**config.mk**
```make
export PLATFORM = sky130hd
export DESIGN_NAME = sdCardInit
export DESIGN_NICKNAME = d
export VERILOG_FILES = /design/src/design/sdInitPkg.sv /design/src/design/sdCrc7.sv /design/src/design/sdCmdSender.sv /design/src/design/sdRespReceiver.sv /design/src/design/sdBusTimer.sv /design/src/design/sdInitFsm.sv /design/src/design/sdCardInit.sv
export VERILOG_INCLUDE_DIRS = /design/src /design/src/design
export SDC_FILE = /design/constraint.sdc
export NUM_CORES = 1
export LEC_CHECK = 0
export BUFFER_PORTS_ARGS = -buffer_cell sky130_fd_sc_hd__buf_4
export CORE_ASPECT_RATIO = 2
export CORE_MARGIN = 4
export CORE_UTILIZATION = 60
export CTS_CLUSTER_SIZE = 16
export DETAILED_ROUTE_END_ITERATION = 10
export GPL_TIMING_DRIVEN = 0
export PLACE_DENSITY = 0.83
export SETUP_SLACK_MARGIN = 0.4
export SLEW_MARGIN = 10
export SYNTH_ARGS = -nofsm -noshare
export SYNTH_HDL_FRONTEND = slang
export SYNTH_SLANG_ARGS = --single-unit
```
**constraint.sdc**
```tcl
create_clock -name clk -period 2.56 [get_ports clk]
set_clock_uncertainty 0.15 [all_clocks]
set_input_delay 0 -clock clk [delete_from_list [all_inputs] [get_ports clk]]
set_output_delay 0 -clock clk [all_outputs]
set_load 0.03 [all_outputs]
```
**src/design/sdInit_macros.svh**
```systemverilog
// Frame sizes, bus timing constants and fixed command arguments
// for the SD-card initialization host
`ifndef SD_INIT_MACROS_SVH
`define SD_INIT_MACROS_SVH

// Command frame and short response length in bits
`define SD_FRAME_BITS 48
// R2 response length in bits
`define SD_LONG_BITS 136
// N_CC and N_RC, in card-clock cycles
`define SD_GAP_CYCLES 8
// clk cycles per half card clock (at least 2)
`define SD_CLK_HALF 4

// CMD8 check pattern and argument (2.7-3.6 V)
`define SD_CHECK_PATTERN 8'hAA
`define SD_IF_ARG 32'h000001AA
// ACMD41 with HCS, XPC, S18R and the 2.7-2.8 V window
`define SD_OPCOND_ARG 32'h51008000
// ACMD6 with a 4-bit bus
`define SD_BUSWIDTH_ARG 32'h00000002

`endif

```
**src/design/sdInitPkg.sv**
```systemverilog
// Shared types for the SD-card initialization host
// Sequencer states, command indices and response kinds
`default_nettype none

package sdInitPkg;

    // Sequencer states, one per command step plus the shared bus phases
    typedef enum logic [4:0] {
        idle, go,
        ifCond, ifCheck,
        appCmd, opCond, opCheck,
        allCid,
        relAddr, rcaLatch,
        select,
        busAppCmd, busWidth,
        issue, await, gap,
        finished, failed
    } seqState_t;

    // Command indices sent on the CMD line
    // CMD55 is the prefix of every application command
    typedef enum logic [5:0] {
        goIdle      = 6'd0,
        allSendCid  = 6'd2,
        sendRelAddr = 6'd3,
        setBusWidth = 6'd6,
        selectCard  = 6'd7,
        sendIfCond  = 6'd8,
        sendOpCond  = 6'd41,
        appCommand  = 6'd55
    } sdCmd_t;

    // Reply kinds for R1/R6/R7, R3 without CRC and the long R2
    typedef enum logic [1:0] {none, short48, shortNoCrc, long136} respKind_t;

endpackage

`default_nettype wire

```
**src/design/sdCrc7.sv**
```systemverilog
// Serial CRC7 generator, polynomial x^7 + x^3 + 1
`timescale 1ns/100ps
`default_nettype none

module sdCrc7 (
    input  wire        clk,
    input  wire        arstN,
    input  wire        clear,
    input  wire        shiftEn,
    input  wire        dataBit,
    output logic [6:0] crc
);

    // Feedback is the incoming bit against the top register bit
    logic feedback;
    assign feedback = dataBit ^ crc[6];

    always_ff @(posedge clk or negedge arstN) begin
        if (!arstN) begin
            crc <= '0;
        end else if (clear) begin
            crc <= '0;
        end else if (shiftEn) begin
            // Taps at x^3 and x^0
            crc <= {crc[5:3], crc[2] ^ feedback, crc[1:0], feedback};
        end
    end

endmodule

`default_nettype wire

```
**src/design/sdCmdSender.sv**
```systemverilog
// Command frame serializer for the SD CMD line
// Shifts one 48-bit frame out on card-clock falling edges with its CRC7
`timescale 1ns/100ps
`default_nettype none
`include "sdInit_macros.svh"

module sdCmdSender (
    input  wire                clk,
    input  wire                arstN,
    input  wire                fallTick,
    input  wire                sendStart,
    input  sdInitPkg::sdCmd_t  cmdIndex,
    input  wire [31:0]         cmdArg,
    output logic               cmdOut,
    output logic               cmdOutEn,
    output logic               sendDone
);

    logic [47:0] frame;
    logic [5:0]  bitCnt;
    logic        busy;
    logic [6:0]  crc;
    logic        crcEn;

    // CRC covers start, transmission, index and argument
    assign crcEn = fallTick && busy && (bitCnt < 6'(`SD_FRAME_BITS - 8));

    sdCrc7 crcGen (
        .clk     (clk),
        .arstN   (arstN),
        .clear   (sendStart),
        .shiftEn (crcEn),
        .dataBit (frame[47]),
        .crc     (crc)
    );

    // Outgoing frame, MSB leaves first
    always_ff @(posedge clk) begin
        if (sendStart) begin
            // Start 0, transmission 1, CRC slot left empty, end 1
            frame <= {2'b01, cmdIndex, cmdArg, 7'd0, 1'b1};
        end else if (fallTick && busy) begin
            if (bitCnt == 6'(`SD_FRAME_BITS - 8)) begin
                // Drop the CRC in behind the bit leaving now
                frame <= {crc[5:0], frame[40:0], 1'b0};
            end else begin
                frame <= {frame[46:0], 1'b0};
            end
        end
    end

    always_ff @(posedge clk or negedge arstN) begin
        if (!arstN) begin
            busy     <= 1'b0;
            bitCnt   <= '0;
            cmdOut   <= 1'b1;
            cmdOutEn <= 1'b0;
            sendDone <= 1'b0;
        end else begin
            sendDone <= 1'b0;
            if (sendStart) begin
                busy   <= 1'b1;
                bitCnt <= '0;
            end else if (fallTick && busy) begin
                if (bitCnt == 6'(`SD_FRAME_BITS)) begin
                    // End bit has had its full card-clock cycle
                    busy     <= 1'b0;
                    cmdOutEn <= 1'b0;
                    cmdOut   <= 1'b1;
                    sendDone <= 1'b1;
                end else begin
                    cmdOutEn <= 1'b1;
                    cmdOut   <= (bitCnt == 6'(`SD_FRAME_BITS - 8)) ? crc[6] : frame[47];
                    bitCnt   <= bitCnt + 1'b1;
                end
            end
        end
    end

    // The FSM keeps one command in flight
    assert property (@(posedge clk) disable iff (!arstN) sendStart |-> !cmdOutEn && !busy);

endmodule

`default_nettype wire

```
**src/design/sdRespReceiver.sv**
```systemverilog
// Response receiver for the SD CMD line
// Waits for the start bit, shifts in a short or long reply and checks framing and CRC7
`timescale 1ns/100ps
`default_nettype none
`include "sdInit_macros.svh"

module sdRespReceiver (
    input  wire                   clk,
    input  wire                   arstN,
    input  wire                   riseTick,
    input  wire                   cmdIn,
    input  wire                   recvStart,
    input  sdInitPkg::respKind_t  respKind,
    output logic                  recvDone,
    output logic                  recvOk,
    output logic [47:0]           respField
);

    logic [1:0]           cmdSync;
    logic                 sampleBit;
    logic                 armed;
    logic                 receiving;
    logic                 transBit;
    logic [7:0]           bitCnt;
    logic [7:0]           lastIdx;
    sdInitPkg::respKind_t kindReg;
    logic                 takeBit;
    logic                 crcEn;
    logic [6:0]           crc;
    logic                 crcOk;

    assign sampleBit = cmdSync[1];
    // A low bit while armed is the start bit and every later bit counts
    assign takeBit   = riseTick && armed && (receiving || !sampleBit);
    assign crcEn     = takeBit && (bitCnt < 8'(`SD_FRAME_BITS - 8));
    assign lastIdx   = (kindReg == sdInitPkg::long136) ? 8'(`SD_LONG_BITS - 1)
                                                       : 8'(`SD_FRAME_BITS - 1);
    // Received CRC sits at the bottom of the window just before the stop bit
    assign crcOk     = (kindReg != sdInitPkg::short48) || (respField[6:0] == crc);

    sdCrc7 crcCheck (
        .clk     (clk),
        .arstN   (arstN),
        .clear   (recvStart),
        .shiftEn (crcEn),
        .dataBit (sampleBit),
        .crc     (crc)
    );

    // Sliding window of the last 48 bits
    always_ff @(posedge clk) begin
        if (takeBit) begin
            respField <= {respField[46:0], sampleBit};
        end
    end

    always_ff @(posedge clk or negedge arstN) begin
        if (!arstN) begin
            cmdSync   <= 2'b11;
            armed     <= 1'b0;
            receiving <= 1'b0;
            transBit  <= 1'b0;
            bitCnt    <= '0;
            kindReg   <= sdInitPkg::none;
            recvDone  <= 1'b0;
            recvOk    <= 1'b0;
        end else begin
            cmdSync  <= {cmdSync[0], cmdIn};
            recvDone <= 1'b0;
            if (recvStart) begin
                armed     <= 1'b1;
                receiving <= 1'b0;
                bitCnt    <= '0;
                kindReg   <= respKind;
            end else if (takeBit) begin
                receiving <= 1'b1;
                bitCnt    <= bitCnt + 1'b1;
                if (bitCnt == 8'd1) begin
                    transBit <= sampleBit;
                end
                if (bitCnt == lastIdx) begin
                    // Stop bit sampled now
                    armed     <= 1'b0;
                    receiving <= 1'b0;
                    recvDone  <= 1'b1;
                    recvOk    <= !transBit && sampleBit && crcOk;
                end
            end
        end
    end

endmodule

`default_nettype wire

```
**src/design/sdBusTimer.sv**
```systemverilog
// Card clock divider with edge strobes, and the N_CC / N_RC gap counter
`timescale 1ns/100ps
`default_nettype none
`include "sdInit_macros.svh"

module sdBusTimer (
    input  wire  clk,
    input  wire  arstN,
    input  wire  gapStart,
    output logic sdClk,
    output logic fallTick,
    output logic riseTick,
    output logic gapDone
);

    localparam int HalfW = $clog2(`SD_CLK_HALF);
    localparam int GapW  = $clog2(`SD_GAP_CYCLES + 1);

    logic [HalfW-1:0] halfCnt;
    logic [GapW-1:0]  gapCnt;

    // ========================================================================
    // Card clock
    // ========================================================================
    always_ff @(posedge clk or negedge arstN) begin
        if (!arstN) begin
            halfCnt  <= '0;
            sdClk    <= 1'b0;
            fallTick <= 1'b0;
            riseTick <= 1'b0;
        end else begin
            fallTick <= 1'b0;
            riseTick <= 1'b0;
            if (halfCnt == HalfW'(`SD_CLK_HALF - 1)) begin
                halfCnt  <= '0;
                sdClk    <= !sdClk;
                // Strobes line up with the new clock level
                riseTick <= !sdClk;
                fallTick <= sdClk;
            end else begin
                halfCnt <= halfCnt + 1'b1;
            end
        end
    end

    // ========================================================================
    // Inter-command gap
    // ========================================================================
    always_ff @(posedge clk or negedge arstN) begin
        if (!arstN) begin
            gapCnt  <= '0;
            gapDone <= 1'b0;
        end else begin
            gapDone <= riseTick && !gapStart && (gapCnt == GapW'(1));
            if (gapStart) begin
                gapCnt <= GapW'(`SD_GAP_CYCLES);
            end else if (riseTick && gapCnt != '0) begin
                gapCnt <= gapCnt - 1'b1;
            end
        end
    end

    // A new gap never starts while one is still counting
    assert property (@(posedge clk) disable iff (!arstN) gapStart |-> gapCnt == '0);

endmodule

`default_nettype wire

```
**src/design/sdInitFsm.sv**
```systemverilog
// Initialization sequencer
// Issues CMD0 through ACMD6 in order, judges each reply, latches the RCA
`timescale 1ns/100ps
`default_nettype none
`include "sdInit_macros.svh"

module sdInitFsm (
    input  wire                   clk,
    input  wire                   arstN,
    input  wire                   sendDone,
    input  wire                   recvDone,
    input  wire                   recvOk,
    input  wire [47:0]            respField,
    input  wire                   gapDone,
    output logic                  sendStart,
    output sdInitPkg::sdCmd_t     cmdIndex,
    output logic [31:0]           cmdArg,
    output logic                  recvStart,
    output sdInitPkg::respKind_t  respKind,
    output logic                  gapStart,
    output logic                  done,
    output logic [15:0]           rca,
    output logic                  error
);

    sdInitPkg::seqState_t state;
    sdInitPkg::seqState_t retState;

    assign done  = (state == sdInitPkg::finished);
    assign error = (state == sdInitPkg::failed);

    // Load one command and hand it to the sender
    task automatic launch(input sdInitPkg::sdCmd_t idx, input logic [31:0] arg,
                          input sdInitPkg::respKind_t kind, input sdInitPkg::seqState_t nxt);
        cmdIndex  <= idx;
        cmdArg    <= arg;
        respKind  <= kind;
        retState  <= nxt;
        sendStart <= 1'b1;
        state     <= sdInitPkg::issue;
    endtask

    always_ff @(posedge clk or negedge arstN) begin
        if (!arstN) begin
            state     <= sdInitPkg::idle;
            retState  <= sdInitPkg::idle;
            cmdIndex  <= sdInitPkg::goIdle;
            cmdArg    <= '0;
            respKind  <= sdInitPkg::none;
            sendStart <= 1'b0;
            recvStart <= 1'b0;
            gapStart  <= 1'b0;
            rca       <= '0;
        end else begin
            sendStart <= 1'b0;
            recvStart <= 1'b0;
            gapStart  <= 1'b0;
            case (state)
                // ============================================================
                // Command steps
                // ============================================================
                sdInitPkg::idle:    state <= sdInitPkg::go;
                sdInitPkg::go:      launch(sdInitPkg::goIdle, 32'd0, sdInitPkg::none,
                                           sdInitPkg::ifCond);
                sdInitPkg::ifCond:  launch(sdInitPkg::sendIfCond, `SD_IF_ARG,
                                           sdInitPkg::short48, sdInitPkg::ifCheck);
                // Card must echo the pattern we sent
                sdInitPkg::ifCheck: state <= (respField[15:8] == `SD_CHECK_PATTERN)
                                             ? sdInitPkg::appCmd : sdInitPkg::failed;
                sdInitPkg::appCmd:  launch(sdInitPkg::appCommand, 32'd0, sdInitPkg::short48,
                                           sdInitPkg::opCond);
                // R3 carries no valid CRC
                sdInitPkg::opCond:  launch(sdInitPkg::sendOpCond, `SD_OPCOND_ARG,
                                           sdInitPkg::shortNoCrc, sdInitPkg::opCheck);
                sdInitPkg::opCheck: begin
                    // Index and CRC fields of R3 read as all ones
                    if (respField[45:40] != 6'h3F || respField[7:1] != 7'h7F) begin
                        state <= sdInitPkg::failed;
                    end else if (!respField[39]) begin
                        // Still powering up so ask again
                        state <= sdInitPkg::appCmd;
                    end else begin
                        state <= sdInitPkg::allCid;
                    end
                end
                sdInitPkg::allCid:    launch(sdInitPkg::allSendCid, 32'd0, sdInitPkg::long136,
                                             sdInitPkg::relAddr);
                sdInitPkg::relAddr:   launch(sdInitPkg::sendRelAddr, 32'd0, sdInitPkg::short48,
                                             sdInitPkg::rcaLatch);
                sdInitPkg::rcaLatch: begin
                    rca   <= respField[39:24];
                    state <= sdInitPkg::select;
                end
                sdInitPkg::select:    launch(sdInitPkg::selectCard, {rca, 16'd0},
                                             sdInitPkg::short48, sdInitPkg::busAppCmd);
                sdInitPkg::busAppCmd: launch(sdInitPkg::appCommand, {rca, 16'd0},
                                             sdInitPkg::short48, sdInitPkg::busWidth);
                sdInitPkg::busWidth:  launch(sdInitPkg::setBusWidth, `SD_BUSWIDTH_ARG,
                                             sdInitPkg::short48, sdInitPkg::finished);

                // ============================================================
                // Shared bus phases
                // ============================================================
                sdInitPkg::issue: begin
                    if (sendDone) begin
                        if (respKind == sdInitPkg::none) begin
                            gapStart <= 1'b1;
                            state    <= sdInitPkg::gap;
                        end else begin
                            recvStart <= 1'b1;
                            state     <= sdInitPkg::await;
                        end
                    end
                end
                sdInitPkg::await: begin
                    if (recvDone) begin
                        gapStart <= recvOk;
                        state    <= recvOk ? sdInitPkg::gap : sdInitPkg::failed;
                    end
                end
                sdInitPkg::gap: begin
                    if (gapDone) begin
                        state <= retState;
                    end
                end
                // finished and failed hold until reset
                default: state <= state;
            endcase
        end
    end

    // Replies only come back while the sequencer waits for one
    assert property (@(posedge clk) disable iff (!arstN) recvDone |-> state == sdInitPkg::await);

endmodule

`default_nettype wire

```
**src/design/sdCardInit.sv**
```systemverilog
// Top level of the SD-card initialization host
// Card clock timer, command sender, response receiver and sequencer
`timescale 1ns/100ps
`default_nettype none

module sdCardInit (
    input  wire         clk,
    input  wire         arstN,
    output logic        sdClk,
    output logic        cmdOut,
    output logic        cmdOutEn,
    input  wire         cmdIn,
    output logic        done,
    output logic [15:0] rca,
    output logic        error
);

    logic                 fallTick;
    logic                 riseTick;
    logic                 gapStart;
    logic                 gapDone;
    logic                 sendStart;
    logic                 sendDone;
    sdInitPkg::sdCmd_t    cmdIndex;
    logic [31:0]          cmdArg;
    logic                 recvStart;
    sdInitPkg::respKind_t respKind;
    logic                 recvDone;
    logic                 recvOk;
    logic [47:0]          respField;

    sdBusTimer timer (
        .clk(clk), .arstN(arstN), .gapStart(gapStart), .sdClk(sdClk),
        .fallTick(fallTick), .riseTick(riseTick), .gapDone(gapDone)
    );

    sdCmdSender sender (
        .clk(clk), .arstN(arstN), .fallTick(fallTick), .sendStart(sendStart),
        .cmdIndex(cmdIndex), .cmdArg(cmdArg), .cmdOut(cmdOut),
        .cmdOutEn(cmdOutEn), .sendDone(sendDone)
    );

    sdRespReceiver receiver (
        .clk(clk), .arstN(arstN), .riseTick(riseTick), .cmdIn(cmdIn),
        .recvStart(recvStart), .respKind(respKind), .recvDone(recvDone),
        .recvOk(recvOk), .respField(respField)
    );

    sdInitFsm sequencer (
        .clk(clk), .arstN(arstN), .sendDone(sendDone), .recvDone(recvDone),
        .recvOk(recvOk), .respField(respField), .gapDone(gapDone),
        .sendStart(sendStart), .cmdIndex(cmdIndex), .cmdArg(cmdArg),
        .recvStart(recvStart), .respKind(respKind), .gapStart(gapStart),
        .done(done), .rca(rca), .error(error)
    );

endmodule

`default_nettype wire

```
# After elaboration in Yosys (flattened, before gate mapping)

Index checks and enable logic that the tools add are counted.
Widths: inputs -> output; s select.

Reduce and logical (&&, ||, !) cells: 44
Bitwise operators: 6
Magnitude comparators: 2
Add/subtract/negate cells: 4
Mux-type cells: 57
Eq/ne operators: 33

Operator list:

| cell                | number |
|---|---|
| $pmux 32 s5         | 1 |
| $mux 46             | 2 |
| $mux 48             | 1 |
| $pmux 6 s8          | 1 |
| $pmux 5 s9          | 1 |
| $eq 5x4->1 const B  | 8 |
| $pmux 5 s8          | 1 |
| $mux 5              | 6 |
| $mux 1              | 28 |
| $mux 7              | 4 |
| $mux 8              | 3 |
| $eq 5x3->1 const B  | 4 |
| $mux 6              | 3 |
| $reduce_bool 8->1   | 2 |
| $reduce_bool 2->1   | 7 |
| $eq 6x6->1 const B  | 2 |
| $eq 5x2->1 const B  | 2 |
| $eq 5x5->1 const B  | 2 |
| $logic_and 1x1->1   | 10 |
| $reduce_bool 9->1   | 1 |
| $reduce_or 9->1     | 1 |
| $add 8x1->8 const B | 1 |
| $eq 8x1->1 const B  | 1 |
| $eq 8x8->1          | 1 |
| other kinds (32)    | 53 |

Input port bits: 3
Output and inout bits: 21
Logic and storage cells: 179
Register bits after elaboration: 214

# Longest topological paths before layout

Depth in word-level cells: 6
Depth in mapped cells: 8
Mapped depth without buffers: 7

# Modules after synthesis

From an unflattened synthesis, not the netlist that was laid out.

Cell total of the unflattened synthesis: 780
Area total of the unflattened synthesis: 8,993.6 sq um

Modules (own cells, without submodules):

| module         | times used | cells an instance | area an instance (sq um) |
|---|---|---|---|
| sdInitFsm      | 1          | 290               | 2,964.1 |
| sdCmdSender    | 1          | 261               | 2,595.0 |
| sdRespReceiver | 1          | 135               | 2,366.0 |
| sdCrc7         | 2          | 28                | 307.8 |
| sdBusTimer     | 1          | 38                | 452.9 |

# Worst setup path after synthesis

Ideal clock, no wire load.

Path kind: reg-to-reg
Start point: reg receiver.cmdSync[1]
End point: reg receiver.recvOk
Slack: 239 ps
Buffers on the path: 0
Setup time: 125 ps
Data required time: 2,285 ps
Period minus slack after synthesis: 2,321 ps
Data arrival time: 2,046 ps
Cell stages (with the launch flop): 7
Cell sequence: dfstp_2 > inv_1 > o211ai_1 > inv_2 > o2111ai_1 > nor4_2 > mux2_2

Longest elaborated chain between the ends: 4
Elaborated cells between the ends (all ways): 6

Ends and longest elaborated chain:

| item                       | RTL line             | text |
|---|---|---|
| from (decl)                | sdRespReceiver.sv:19 | `logic [1:0] cmdSync;` |
| from (signal assigned)     | sdRespReceiver.sv:68 | `cmdSync <= {cmdSync[0], cmdIn};` |
| $logic_not 1->1            | sdRespReceiver.sv:34 | `assign takeBit = riseTick && armed && (receiving \|\| !sampleBit);` |
| $logic_or 1x1->1           | sdRespReceiver.sv:34 |  |
| $logic_and 1x1->1          | sdRespReceiver.sv:34 |  |
| net receiver.takeBit       | sdRespReceiver.sv:27 | `logic takeBit;` |
| $reduce_and 3->1 (no line) | n/a                  |  |
| to (signal assigned)       | sdRespReceiver.sv:86 | `recvOk <= !transBit && sampleBit && crcOk;` |
| to (decl)                  | sdRespReceiver.sv:15 | `output logic recvOk,` |

The timed path passes the listed nets, and every way through them passes these cells.
A chain may end at the register's enable or synchronous reset.

# Worst setup path in the final report

Start point: reg sequencer.state[2]
End point: reg sequencer.rca[7]

Longest elaborated chain between the ends: 1

Ends and longest elaborated chain:

| item                   | RTL line        | text |
|---|---|---|
| from (decl)            | sdInitFsm.sv:26 | `sdInitPkg::seqState_t state;` |
| from (signal assigned) | sdInitFsm.sv:45 | `state <= sdInitPkg::idle;` |
| from (signal assigned) | sdInitFsm.sv:62 | `sdInitPkg::idle: state <= sdInitPkg::go;` |
| from (signal assigned) | sdInitFsm.sv:68 | `` sdInitPkg::ifCheck: state <= (respField[15:8] == `SD_CHECK_PATTERN) `` |
| $eq 5x4->1             | sdInitFsm.sv:58 | `case (state)` |
| to (signal assigned)   | sdInitFsm.sv:91 | `rca <= respField[39:24];` |
| to (decl)              | sdInitFsm.sv:22 | `output logic [15:0] rca,` |

No other way between the ends.

==> reports/results.tsv <==
stage	metric	value	unit
floorplan	Die W	92.4	µm
floorplan	Die Y	177	µm
yosys	top cell type by total area after synthesis	dfrtp_1	
yosys	top cells by area, synth	dfrtp_1 (30%), edfxtp_1 (30%), nand2_1 (4.4%), o21ai_0 (3.0%), mux2_2 (2.5%)	
clocking	clk root buf	clkbuf_16	
sta	Final Cycle Share	82.9	%
clocking	H-tree Lvls	1	
floorplan	I/O pins	24	
global_routing	gr usage total	24.7	%
clocking	Worst-Skew Late Latency	0.50	ns
sta	setup TNS	0	ns
critical_path	Critical R2R Launch	sequencer.state[2]$_DFFE_PN0P_	
min_path	worst hold path class	in -> async	
sta	Final Worst Setup Slack	0.437	ns
cells_and_area	area growth from synthesis to layout	13.0	%
floorplan	Initial Utilization	61.2	%
route	drt wl/cell	20.2	µm
cells_and_area	most frequent cells in the layout	dfrtp_1 (103), nand2_1 (100), edfxtp_1 (84), nor2_1 (53), o21ai_0 (51)	
power	Gate power share	0.7	%
global_routing	first-pass GRT wire length	31800	µm
sta	count of final max-slew check failures	0	
yosys	asr flop ratio synth	53.2	%
critical_path	critical path required time	2.79	ns
critical_path	Worst setup EP type	flip-flop	
yosys	Synth Cell Area	8550	µm²
place	gpl congestion	0.946	
power	Switching Share	20.0	%
power	Leakage	0.00400	µW
critical_path	critical path peak fanout	10	
yosys	Yosys warning count	0	
power	Worst VDD drop	0.000587	V
sta	Max Fclk	471	MHz
critical_path	WS Path Type	reg -> reg	
place	pre-CTS setup slack	0.101	ns
power	register share of total power	56.0	%
yosys	post-synth top area share	30.4	%
floorplan	Die Footprint	16300	µm²
sta	final setup violation count	0	
yosys	Post-synth EDFFs	84	
floorplan	Rows	61	
clocking	Sink Count	201	
clocking	Reg clk slew, reported paths	0.07	ns
global_routing	largest net degree at the start of global routing	108	
sta	Period minus WS final	2.12	ns
yosys	Syn Nets	735	
place	Final HPWL DP	13700	µm
run_status	status	finished, final reports clean	
job	maximum capacitance violations	0	
floorplan	core footprint	14000	µm²
route	drt total wl	19700	µm
route	DR vias/cell	6.11	
yosys	ys flop type	dfrtp_1	
yosys	synthesized instance count	724	
sta	final hold vios	0	
critical_path	worst path arrival time	2.35	ns
clocking	CTS Buf Count	18	
sta	worst-margin pin slew	0.980	ns
critical_path	startpoint types	flip-flop	
route	initial drt markers	336	
route	drt drc	0	
place	PortBufs	23	
power	P_sw	1190	µW
yosys	Synth Area per Inst	11.8	µm²
sta	Slew HR	34.7	%
cells_and_area	most common cell after layout, fill and taps aside	dfrtp_1	
global_routing	global route overflow	0	
critical_path	CP startpoint	sequencer.state[2]$_DFFE_PN0P_	
cells_and_area	# diodes	0	
power	P per Cell Area	617	nW/µm²
cells_and_area	layout cells sized above 1	13.7	%
route	Final ANT Viol Nets	0	
power	internal power	4770	µW
yosys	FF+latch count, synth	201	
route	Vias	5957	
clocking	clock tree buffer depth	3	
clocking	CTS tree	built	
global_routing	vias in the first global route	6394	
route	TritonRoute pass-1 iters	5	
power	Clk pwr share	43.3	%
sta	setup repair after global routing missed its margin	false	
yosys	sequential-to-total area share from yosys stat	63.2	%
yosys	Synth cell types	66	
cells_and_area	Final nets	785	
global_routing	initial antenna violation count	0	
[flip-flops by register name, indices dropped and copies added, names as in the netlist, 2 cells and up]
signal / cells
sender.bitCnt: 6
sender.crcGen.crc: 7
receiver.crcCheck.crc: 7
sequencer.state: 5
sequencer.rca: 16
sequencer.retState: 5
sender.frame: 48
sequencer.cmdArg: 19
timer.gapCnt: 4
receiver.bitCnt: 8
timer.halfCnt: 2
receiver.respField: 46
receiver.kindReg: 2
receiver.cmdSync: 2
sequencer.cmdIndex: 6
sequencer.respKind: 2
[synthesized netlist by cell type (all sizes together) (8+ instances only)]
cell    count
dfxtp      10
a21oi      27
nand2     100
xnor2      13
a211oi     11
nor2       54
clkbuf     24
nor3       10
dfrtp     104
and2       13
buf        16
edfxtp     84
mux2       19
ha          8
a22o       23
xor2       15
nand3      14
inv        20
mux2i      18
o21ai      51
[metrics by stage]
stage          instances  hold slack (ns)  utilization (%)  power, µW  instance area, µm²
6_report             975           0.0526             69.2       5960                9660
5_1_grt              975            0.146             69.2       6160                9660
4_1_cts              975           0.0863             68.9       6000                9630
3_5_place_dp         937          -0.0398             64.3       3440                8980
3_3_place_gp         936          -0.0399             64.1       3440                8960
2_1_floorplan        724           -0.446                -       3410                8550
[area by class of cell]
cell class / instances / area [µm²]
sequential: 201 / 5410
fill: 1033 / 4310
multi-input combinational: 463 / 2920
clock buffer: 25 / 518
timing repair buffer: 30 / 249
tap: 189 / 236
buffer: 40 / 200
inverter: 20 / 87.6
clock inverter: 7 / 45.0
[power by group through the flow]
stage / Clock, µW / Combinational [µW] / Sequential, µW
2_1_floorplan: 0 / 2.50 / 3400
3_3_place_gp: 0 / 38.2 / 3400
3_5_place_dp: 0 / 39.9 / 3400
4_1_cts: 2620 / 43.6 / 3340
5_1_grt: 2770 / 48.7 / 3340
6_report: 2580 / 41.4 / 3340
[final timing paths]
check	cells past startpoint	slack, ns	end
setup / recovery	6	0.44	sequencer.rca[7]$_DFFE_PN0P_
hold / removal	2	0.05	sequencer.rca[0]$_DFFE_PN0P_
setup reg to reg	6	0.44	sequencer.rca[7]$_DFFE_PN0P_
hold reg to reg	0	0.21	receiver.cmdSync[1]$_DFF_PN1_
max in group asynchronous	2	1.51	sequencer.state[0]$_DFFE_PN0P_
min in group clk	0	0.21	receiver.cmdSync[1]$_DFF_PN1_
[layer usage]
metal  up-vias  wire [µm]  global-route usage, %
li1       2694          -                      -
met1      2979       6940                   26.4
met2       199      11000                   46.1
met3        85        704                   2.98
met4         0       1100                   13.9
met5         -          0                      0
[cells by family after synthesis]
kind of cell	after synthesis	share of synthesized area (%)
AOI/OAI and AO/OA	157	12.3
muxes	37	4.61
xor gates and xnor gates	28	2.87
buffers and inverters	60	2.97
adders and majority gates	8	1.17
DFF	201	63.2
and+or+nand+nor	233	12.9
[timing repair]
item	4_1_cts	5_1_grt
pin swaps	1	1
endpoints found under the hold margin	105	0
setup buffers	3	0
resized for setup	11	17
hold buffers	3	0
endpoints found under the setup margin	28	28
[critical path: stages, from the launching register on]
cell      delay, ns
dfrtp_1        0.37
buf_6          0.13
buf_2          0.19
inv_1          0.22
nand4_2        0.29
clkbuf_4       0.33
mux2_2         0.31
Note: power is estimated with default switching activity, not from simulation.
